File: config.mk
export PLATFORM = sky130hd
export DESIGN_NAME = ls_unit
export DESIGN_NICKNAME = d
export VERILOG_FILES = /design/src/lsu_pkg.sv /design/src/ls_req_if.sv /design/src/ls_addr_gen.sv /design/src/ls_data_fmt.sv /design/src/ls_issue_retire.sv /design/src/ls_regfile.sv /design/src/ls_unit.sv
export SDC_FILE = /design/constraint.sdc
export NUM_CORES = 2
export LEC_CHECK = 0
export BUFFER_PORTS_ARGS = -buffer_cell sky130_fd_sc_hd__buf_4
export CAP_MARGIN = 20
export CORE_UTILIZATION = 56
export CTS_BUF_LIST = sky130_fd_sc_hd__clkbuf_16
export DETAILED_ROUTE_END_ITERATION = 12
export MAX_ROUTING_LAYER = met4
export PLACE_DENSITY_LB_ADDON = 0.05
export REMOVE_ABC_BUFFERS = 1
export SLEW_MARGIN = 25
export SYNTH_ARGS = -nofsm -noshare
export SYNTH_HDL_FRONTEND = slang
export SYNTH_SLANG_ARGS = --single-unit
File: constraint.sdc
create_clock -name clk -period 10.51 [get_ports clk]
set_input_delay 2.102 -clock clk [delete_from_list [all_inputs] [get_ports clk]]
set_output_delay 2.102 -clock clk [all_outputs]
set_load 0.1 [all_outputs]
File: src/lsu_pkg.sv
// ============================
// Load/store unit types
// ============================
package lsu_pkg;

    localparam int NUM_REGS     = 8;
    localparam int RCN_CREDITS  = 4;
    localparam int RETIRE_DEPTH = 3;

    typedef logic [31:0] word_t;
    typedef logic [2:0]  reg_idx_t;
    typedef logic [3:0]  byte_mask_t;
    typedef logic [1:0]  ls_size_t;
    typedef logic [4:0]  ls_off_t;
    typedef logic [14:0] ls_op_t;
    typedef logic [$clog2(RCN_CREDITS + 1) - 1:0] credit_t;
    typedef word_t [NUM_REGS - 1:0] reg_file_t;

    localparam ls_size_t SZ_BYTE = 2'd0;
    localparam ls_size_t SZ_HALF = 2'd1;
    localparam ls_size_t SZ_WORD = 2'd2;
    localparam ls_size_t SZ_XCH  = 2'd3;

    // Op field layout: st, post, size[2], off[5], ptr[3], reg[3].
    function automatic logic op_store(ls_op_t op);
        return op[14];
    endfunction

    function automatic logic op_post_inc(ls_op_t op);
        return op[13];
    endfunction

    function automatic ls_size_t op_size(ls_op_t op);
        return op[12:11];
    endfunction

    function automatic ls_off_t op_off(ls_op_t op);
        return op[10:6];
    endfunction

    function automatic reg_idx_t op_ptr(ls_op_t op);
        return op[5:3];
    endfunction

    function automatic reg_idx_t op_reg(ls_op_t op);
        return op[2:0];
    endfunction

endpackage

File: src/ls_req_if.sv
// ============================
// Formatted bus request
// ============================
`timescale 1ns/1ps

interface ls_req_if import lsu_pkg::*; ();

    logic     valid;
    logic     to_ring;
    logic     wr;
    logic     xch;
    word_t    addr;
    word_t    inc_addr;     // Pointer plus scaled offset.
    logic     ptr_wb;
    reg_idx_t ptr_reg;
    reg_idx_t wb_reg;
    word_t    wdata;
    byte_mask_t mask;

    modport addr_src (
        output valid, to_ring, wr, xch, addr, inc_addr, ptr_wb, ptr_reg, wb_reg
    );

    modport data_src (
        output wdata, mask
    );

    modport sink (
        input valid, to_ring, wr, xch, addr, inc_addr, ptr_wb, ptr_reg, wb_reg,
        input wdata, mask
    );

endinterface

File: src/ls_addr_gen.sv
// ============================
// Address generation
// ============================
`timescale 1ns/1ps

module ls_addr_gen import lsu_pkg::*;
(
    input  reg_file_t regs,
    input  logic      dir_en,
    input  logic      dir_store,
    input  reg_idx_t  dir_reg,
    input  word_t     dir_addr,
    input  logic      op_en,
    input  ls_op_t    op,
    ls_req_if.addr_src req
);

    ls_size_t size;
    ls_off_t  off;
    word_t    ptr_aligned;
    word_t    off_scaled;
    word_t    inc_addr;

    assign size = op_size(op);
    assign off  = op_off(op);

    always_comb
    begin
        ptr_aligned = regs[op_ptr(op)];
        off_scaled  = {{25{off[4]}}, off, 2'b00};
        case (size)
            SZ_BYTE:
            begin
                off_scaled = {{27{off[4]}}, off};
            end
            SZ_HALF:
            begin
                ptr_aligned[0] = 1'b0;
                off_scaled = {{26{off[4]}}, off, 1'b0};
            end
            SZ_WORD, SZ_XCH:
            begin
                ptr_aligned[1:0] = 2'b00;
            end
        endcase
    end

    assign inc_addr = ptr_aligned + off_scaled;

    always_comb
    begin
        req.valid    = dir_en || op_en;
        req.inc_addr = inc_addr;
        req.ptr_reg  = op_ptr(op);
        if (dir_en)
        begin
            req.addr   = dir_addr;
            req.wr     = dir_store;
            req.xch    = 1'b0;
            req.wb_reg = dir_reg;
            req.ptr_wb = 1'b0;
        end
        else
        begin
            req.addr   = op_post_inc(op) ? ptr_aligned : inc_addr;
            req.wr     = op_store(op);
            req.xch    = op_store(op) && (size == SZ_XCH);
            req.wb_reg = op_reg(op);
            req.ptr_wb = op_en && op_post_inc(op);
        end
        req.to_ring = req.addr[31];     // Upper half of the map is the ring.
    end

endmodule

File: src/ls_data_fmt.sv
// ============================
// Store data and byte mask
// ============================
`timescale 1ns/1ps

module ls_data_fmt import lsu_pkg::*;
(
    input  reg_file_t  regs,
    input  logic       dir_en,
    input  reg_idx_t   dir_reg,
    input  ls_op_t     op,
    input  logic [1:0] bus_addr_lo,
    ls_req_if.data_src req
);

    word_t src;

    assign src = dir_en ? regs[dir_reg] : regs[op_reg(op)];

    always_comb
    begin
        req.wdata = src;
        req.mask  = 4'b1111;    // Word, exchange and direct.
        if (!dir_en)
        begin
            case (op_size(op))
                SZ_BYTE:
                begin
                    req.wdata = {4{src[7:0]}};
                    req.mask  = byte_mask_t'(4'b0001 << bus_addr_lo);
                end
                SZ_HALF:
                begin
                    req.wdata = {2{src[15:0]}};
                    req.mask  = bus_addr_lo[1] ? 4'b1100 : 4'b0011;
                end
                default:
                begin
                    req.wdata = src;
                end
            endcase
        end
    end

endmodule

File: src/ls_issue_retire.sv
// ============================
// Bus issue and writeback
// ============================
`timescale 1ns/1ps

module ls_issue_retire import lsu_pkg::*;
(
    input  logic       clk,
    input  logic       rst,
    ls_req_if.sink     req,
    input  word_t      din,
    input  logic       rcn_credit,
    output logic       ls_stall,
    output logic       dcs,
    output logic       dwr,
    output word_t      daddr,
    output byte_mask_t dmask,
    output word_t      dout,
    output logic       rcn_cs,
    output logic       rcn_xch,
    output logic       rcn_wr,
    output word_t      rcn_addr,
    output reg_idx_t   rcn_wbreg,
    output byte_mask_t rcn_mask,
    output word_t      rcn_wdata,
    output logic       ptr_wb_en,
    output reg_idx_t   ptr_wb_reg,
    output word_t      ptr_wb_data,
    output logic       ld_wb_en,
    output reg_idx_t   ld_wb_reg,
    output word_t      ld_wb_data
);

    localparam int LAST = RETIRE_DEPTH - 1;

    logic    accept;
    logic    data_issue;
    logic    ring_issue;
    credit_t credits;
    word_t   din_q;

    logic [RETIRE_DEPTH-1:0] ld_pipe;
    logic [RETIRE_DEPTH-1:0] ptr_pipe;
    reg_idx_t   ld_reg_pipe   [RETIRE_DEPTH];
    byte_mask_t mask_pipe     [RETIRE_DEPTH];
    reg_idx_t   ptr_reg_pipe  [RETIRE_DEPTH];
    word_t      ptr_addr_pipe [RETIRE_DEPTH];

    assign ls_stall   = req.valid && req.to_ring && (credits == '0);
    assign accept     = req.valid && !ls_stall;
    assign data_issue = accept && !req.to_ring;
    assign ring_issue = accept && req.to_ring;

    always_ff @(posedge clk or posedge rst)
    begin
        if (rst)
        begin
            dcs      <= 1'b0;
            rcn_cs   <= 1'b0;
            credits  <= credit_t'(RCN_CREDITS);
            ld_pipe  <= '0;
            ptr_pipe <= '0;
        end
        else
        begin
            dcs    <= data_issue;
            rcn_cs <= ring_issue;
            if (ring_issue && !rcn_credit)
                credits <= credits - 1'b1;
            else if (rcn_credit && !ring_issue)
                credits <= credits + 1'b1;
            // Exchanges return the old word too.
            ld_pipe  <= {ld_pipe[LAST-1:0], data_issue && (!req.wr || req.xch)};
            ptr_pipe <= {ptr_pipe[LAST-1:0], accept && req.ptr_wb};
        end
    end

    always_ff @(posedge clk)
    begin
        if (data_issue)
        begin
            dwr   <= req.wr;
            daddr <= req.addr;
            dmask <= req.mask;
            dout  <= req.wdata;
        end
        if (ring_issue)
        begin
            rcn_xch   <= req.xch;
            rcn_wr    <= req.wr;
            rcn_addr  <= req.addr;
            rcn_wbreg <= req.wb_reg;
            rcn_mask  <= req.mask;
            rcn_wdata <= req.wdata;
        end
    end

    always_ff @(posedge clk)
    begin
        din_q            <= din;
        ld_reg_pipe[0]   <= req.wb_reg;
        mask_pipe[0]     <= req.mask;
        ptr_reg_pipe[0]  <= req.ptr_reg;
        ptr_addr_pipe[0] <= req.inc_addr;
        for (int i = 1; i < RETIRE_DEPTH; i++)
        begin
            ld_reg_pipe[i]   <= ld_reg_pipe[i-1];
            mask_pipe[i]     <= mask_pipe[i-1];
            ptr_reg_pipe[i]  <= ptr_reg_pipe[i-1];
            ptr_addr_pipe[i] <= ptr_addr_pipe[i-1];
        end
    end

    // Pick the lane named by the mask, zero-extended.
    always_comb
    begin
        case (mask_pipe[LAST])
            4'b0001: ld_wb_data = {24'd0, din_q[7:0]};
            4'b0010: ld_wb_data = {24'd0, din_q[15:8]};
            4'b0100: ld_wb_data = {24'd0, din_q[23:16]};
            4'b1000: ld_wb_data = {24'd0, din_q[31:24]};
            4'b0011: ld_wb_data = {16'd0, din_q[15:0]};
            4'b1100: ld_wb_data = {16'd0, din_q[31:16]};
            default: ld_wb_data = din_q;
        endcase
    end

    assign ld_wb_en    = ld_pipe[LAST];
    assign ld_wb_reg   = ld_reg_pipe[LAST];
    assign ptr_wb_en   = ptr_pipe[LAST];
    assign ptr_wb_reg  = ptr_reg_pipe[LAST];
    assign ptr_wb_data = ptr_addr_pipe[LAST];

endmodule

File: src/ls_regfile.sv
// ============================
// Register file
// ============================
`timescale 1ns/1ps

module ls_regfile import lsu_pkg::*;
(
    input  logic      clk,
    input  logic      rst,
    input  logic      host_wr_en,
    input  reg_idx_t  host_wr_reg,
    input  word_t     host_wr_data,
    input  reg_idx_t  host_rd_reg,
    output word_t     host_rd_data,
    input  logic      ptr_wb_en,
    input  reg_idx_t  ptr_wb_reg,
    input  word_t     ptr_wb_data,
    input  logic      ld_wb_en,
    input  reg_idx_t  ld_wb_reg,
    input  word_t     ld_wb_data,
    output reg_file_t regs
);

    always_ff @(posedge clk or posedge rst)
    begin
        if (rst)
        begin
            regs <= '0;
        end
        else
        begin
            // Later writes win on a shared target.
            if (host_wr_en)
                regs[host_wr_reg] <= host_wr_data;
            if (ptr_wb_en)
                regs[ptr_wb_reg] <= ptr_wb_data;
            if (ld_wb_en)
                regs[ld_wb_reg] <= ld_wb_data;
        end
    end

    assign host_rd_data = regs[host_rd_reg];

endmodule

File: src/ls_unit.sv
// ============================
// Load/store unit top
// ============================
`timescale 1ns/1ps

module ls_unit import lsu_pkg::*;
(
    input  logic       clk,
    input  logic       rst,
    input  logic       host_wr_en,
    input  reg_idx_t   host_wr_reg,
    input  word_t      host_wr_data,
    input  reg_idx_t   host_rd_reg,
    output word_t      host_rd_data,
    input  logic       ls_dir_en,
    input  logic       ls_dir_store,
    input  reg_idx_t   ls_dir_reg,
    input  word_t      ls_dir_addr,
    input  logic       ls_op_en,
    input  ls_op_t     ls_op,
    output logic       ls_stall,
    output logic       dcs,
    output logic       dwr,
    output word_t      daddr,
    output byte_mask_t dmask,
    output word_t      dout,
    input  word_t      din,
    output logic       rcn_cs,
    output logic       rcn_xch,
    output logic       rcn_wr,
    output word_t      rcn_addr,
    output reg_idx_t   rcn_wbreg,
    output byte_mask_t rcn_mask,
    output word_t      rcn_wdata,
    input  logic       rcn_credit
);

    reg_file_t regs;
    logic      ptr_wb_en;
    reg_idx_t  ptr_wb_reg;
    word_t     ptr_wb_data;
    logic      ld_wb_en;
    reg_idx_t  ld_wb_reg;
    word_t     ld_wb_data;

    ls_req_if req ();

    ls_regfile u_regfile (
        .clk(clk), .rst(rst),
        .host_wr_en(host_wr_en), .host_wr_reg(host_wr_reg), .host_wr_data(host_wr_data),
        .host_rd_reg(host_rd_reg), .host_rd_data(host_rd_data),
        .ptr_wb_en(ptr_wb_en), .ptr_wb_reg(ptr_wb_reg), .ptr_wb_data(ptr_wb_data),
        .ld_wb_en(ld_wb_en), .ld_wb_reg(ld_wb_reg), .ld_wb_data(ld_wb_data),
        .regs(regs)
    );

    ls_addr_gen u_addr_gen (
        .regs(regs), .dir_en(ls_dir_en), .dir_store(ls_dir_store),
        .dir_reg(ls_dir_reg), .dir_addr(ls_dir_addr),
        .op_en(ls_op_en), .op(ls_op), .req(req.addr_src)
    );

    ls_data_fmt u_data_fmt (
        .regs(regs), .dir_en(ls_dir_en), .dir_reg(ls_dir_reg), .op(ls_op),
        .bus_addr_lo(req.addr[1:0]), .req(req.data_src)
    );

    ls_issue_retire u_issue_retire (
        .clk(clk), .rst(rst), .req(req.sink), .din(din), .rcn_credit(rcn_credit),
        .ls_stall(ls_stall),
        .dcs(dcs), .dwr(dwr), .daddr(daddr), .dmask(dmask), .dout(dout),
        .rcn_cs(rcn_cs), .rcn_xch(rcn_xch), .rcn_wr(rcn_wr), .rcn_addr(rcn_addr),
        .rcn_wbreg(rcn_wbreg), .rcn_mask(rcn_mask), .rcn_wdata(rcn_wdata),
        .ptr_wb_en(ptr_wb_en), .ptr_wb_reg(ptr_wb_reg), .ptr_wb_data(ptr_wb_data),
        .ld_wb_en(ld_wb_en), .ld_wb_reg(ld_wb_reg), .ld_wb_data(ld_wb_data)
    );

endmodule

==> impl_metrics.ini <==
[status]
status = complete, no violations

[timing]
whs_ns = 0.3133
hold_violations = 0
fin_crit_ns = 8.583
min_period_over_period_pct = 81.67
finalSetupViolCount = 0
worstMarginPinSlew_ns = 1.113
max_clock_freq_mhz = 116.5
fin_tns_setup_ns = 0
skew_ns = 0.02662
fin_ws_ns = 1.927
rsz0062_at_grt = no
drv_slew = 0
relSlewSlack_pct = 25.77

[global_route]
grt_max_degree = 91
antenna_found_initial = 2
grt_usage_pct = 42.74
grt_overflow = 0
grt_pass1_vias = 27130
grt_first_pass_wirelength_mm = 181.3

[worst_setup_path]
reg2reg_from = u_regfile.regs[97]$_DFF_PP0_
cp.buffers_inverters = 3
path_cells = buf_4 -> buf_12 -> mux4_2 -> mux2_2 -> ha_1 -> a21oi_1 -> o21ai_0 -> a221o_1 -> a221oi_1 -> o21ai_0 -> a211oi_2 -> nor2b_2 -> buf_4
worst_path_max_delay_cell = mux4_2
critPathKind = in -> out
crit_start = ls_op[3]
cp-start-kind = primary input
crit_family = compound AO/OA/AOI/OAI gates
crit_required_ns = 8.41
slowest_delay_ns = 0.56
path_max_fanout = 44
endpoint_kind = primary output
arrival_ns = 6.48

[floorplan]
dieArea_mm2 = 0.06046
initial_utilization_pct = 56.54
fp.dieW_um = 245.9
pin_count = 304
core_area_mm2 = 0.05891
fp-row-count = 89
die_h_um = 245.9

[clock_network]
path_clk_slew_ns = 0.06
post_cts_resized = 0
cts-root-buf = clkbuf_16
cts_num_sinks = 567
hold_buffers = 0
insertion_delay_ns = 0.65
cts_setup_buffers = 0
cts_tree = built
clock_path_buffers = 3
htree_levels = 2
cts_inserted_buffers = 60

[placement]
dp_slack_ns = 1.932
place.gp.congestion = 0.9469
port_buffers = 303
dpl-instance-area_mm2 = 0.03588
dp_hpwl_mm = 77.69

[detailed_routing]
wl_per_cell_um = 31.90
drc = 0
avgViaCountPerCell = 7.061
num_vias = 27840
finalWirelength_mm = 125.8
first_iter_violations = 3520
antenna_left = 0
dr.pass1.iters = 6

[logic_synthesis]
ys_seq_elements = 567
synth_area_mm2 = 0.03331
syn_area_per_cell_um2 = 11.11
synth_edf_count = 142
synth.top_cell.area_share_pct = 19.98
ys_warn_count = 0
synthTopCellsByCount = nand2_1, o21ai_0, mux2i_1, dfrtp_1, mux4_2
yosys_most_used_dff = dfrtp_1
netlist_instances = 2999
async_reset_ff_share_pct = 47.09
ys_seq_area_share_pct = 42.36
synth_top_cell_by_area = dfrtp_1
yosysUniqueCellTypes = 67
synth_area_leaders = dfrtp_1, mux4_2, edfxtp_1
synth_most_common_cell = nand2_1

[final_layout]
num-fill-cells = 4573
final_area_mm2 = 0.03783
area_growth_pct = 13.57
final_core_util_pct = 64.21
final_nets = 3277
layout-drive-gt1-share_pct = 26.24

[min_path]
worstHoldPathType = reg -> reg
hp-start = u_issue_retire.ptr_addr_pipe[0][41]$_DFF_P_

[power_and_ir_drop]
power_leakage_nw = 15.64
peakVddDrop_uv = 276.4
powerDensity_mw_per_mm2 = 293.3

[job]
maxCapViolations = 0
## worst reg2reg max path: cells and delay by family (launching register included)
| family | cells | cell delay (ns) |
|---|---|---|
| mux | 3 | 0.94 |
| buf+inv | 2 | 0.45 |
| compound gates | 6 | 1.91 |
| simple gates | 3 | 0.29 |
| flops | 1 | 0.43 |
| xor+xnor | 2 | 0.32 |
| fa+ha+maj | 3 | 0.99 |
## placed cells by master, fill, tap and decap left out, types with 6 or more instances in the layout
cell       Yosys  final
a211oi_1      17     16
a21o_1        12     12
a21oi_1       81     81
a22oi_1       24     24
a31oi_1       10     10
a32oi_1        9      9
and2_1         6      6
and3_1         7      7
buf_4          3    352
clkbuf_16      0     63
clkinv_1       1     15
clkinv_2       0     15
dfrtp_1      266    266
dfxtp_1      158    158
edfxtp_1     142    142
ha_1          32     32
inv_1         22     32
mux2_2        92     92
mux2i_1      316    316
mux4_2       256    256
nand2_1      419    415
nand2b_1       8      8
nand3_1       19     15
nand4_1        9      9
nor2_1        88     87
nor2b_1       13     13
nor3_1         8      6
o211ai_1     195    195
o21a_1         8      8
o21ai_0      373    373
o21ai_1        9      8
xnor2_1       20     20
xor2_1        12     12
## flip-flops by register name, indices dropped and copies added (netlist names), 12 cells and up
name,count
u_regfile.regs,256
u_issue_retire.ptr_addr_pipe,96
u_issue_retire.daddr,32
u_issue_retire.din_q,32
u_issue_retire.dout,32
u_issue_retire.rcn_addr,32
u_issue_retire.rcn_wdata,32
u_issue_retire.mask_pipe,12
## through the flow
stage               cells  total power [mW]
floorplan            2696             7.497
detailed placement   3823             8.943
global placement     3822             8.820
global route         3942             11.55
finish               3942             11.10
CTS                  3936             11.00
## layout make-up
type	instances	area, um2	area share [%]
clock inverter	50	281.5	0.7442
clock buffer	63	1577	4.168
antenna	2	5.005	0.01323
inverter	23	93.84	0.2481
sequential	567	14110	37.30
multi-input combinational	2106	18020	47.65
timing repair buffer	358	2770	7.323
tap	773	967.2	2.557
## cell families (layout without fill, tap and decap cells)
logic type | count (synthesis) | count (layout) | share of synthesized area, %
other | 0 | 2 | 0
flip-flops | 567 | 567 | 42.36
adder cells (fa/ha/maj) | 34 | 34 | 1.322
buffers and inverters | 326 | 494 | 3.873
AND/OR/NAND/NOR | 597 | 597 | 7.370
multiplexers | 665 | 665 | 29.98
AO/OA/AOI/OAI | 777 | 777 | 14.20
XOR/XNOR | 33 | 33 | 0.8903
## path summary, 6_finish.rpt
check / end / slack (ns) / cells after the start
setup reg to reg: u_issue_retire.credits[2]$_DFFE_PP1P_ / 5.08 / 19
hold / removal: u_issue_retire.ptr_addr_pipe[0][73]$_DFF_P_ / 0.31 / 0
min in group asynchronous: u_regfile.regs[57]$_DFF_PP0_ / 1.54 / 2
max in group asynchronous: u_regfile.regs[178]$_DFF_PP0_ / 7.62 / 3
setup / recovery: ls_stall / 1.93 / 13
hold reg to reg: u_issue_retire.ptr_addr_pipe[0][73]$_DFF_P_ / 0.31 / 0
## power by group
group	internal, mW	switching [mW]	leakage (nW)
Sequential	3.10	0.851	5.77
Clock	1.13	0.919	0.970
Combinational	1.88	3.22	8.91
Total	6.11	4.98	15.6
## per-layer routing
layer / up-vias / track usage (%) / part of all wire, %
met5: - / - / 0
met3: 461 / 12.40 / 13
met2: 2146 / 62.86 / 45
met4: 0 / 22.47 / 5.7
li1: 11570 / - / -
met1: 13660 / 53.49 / 36
(Power assumes the default switching activity.)
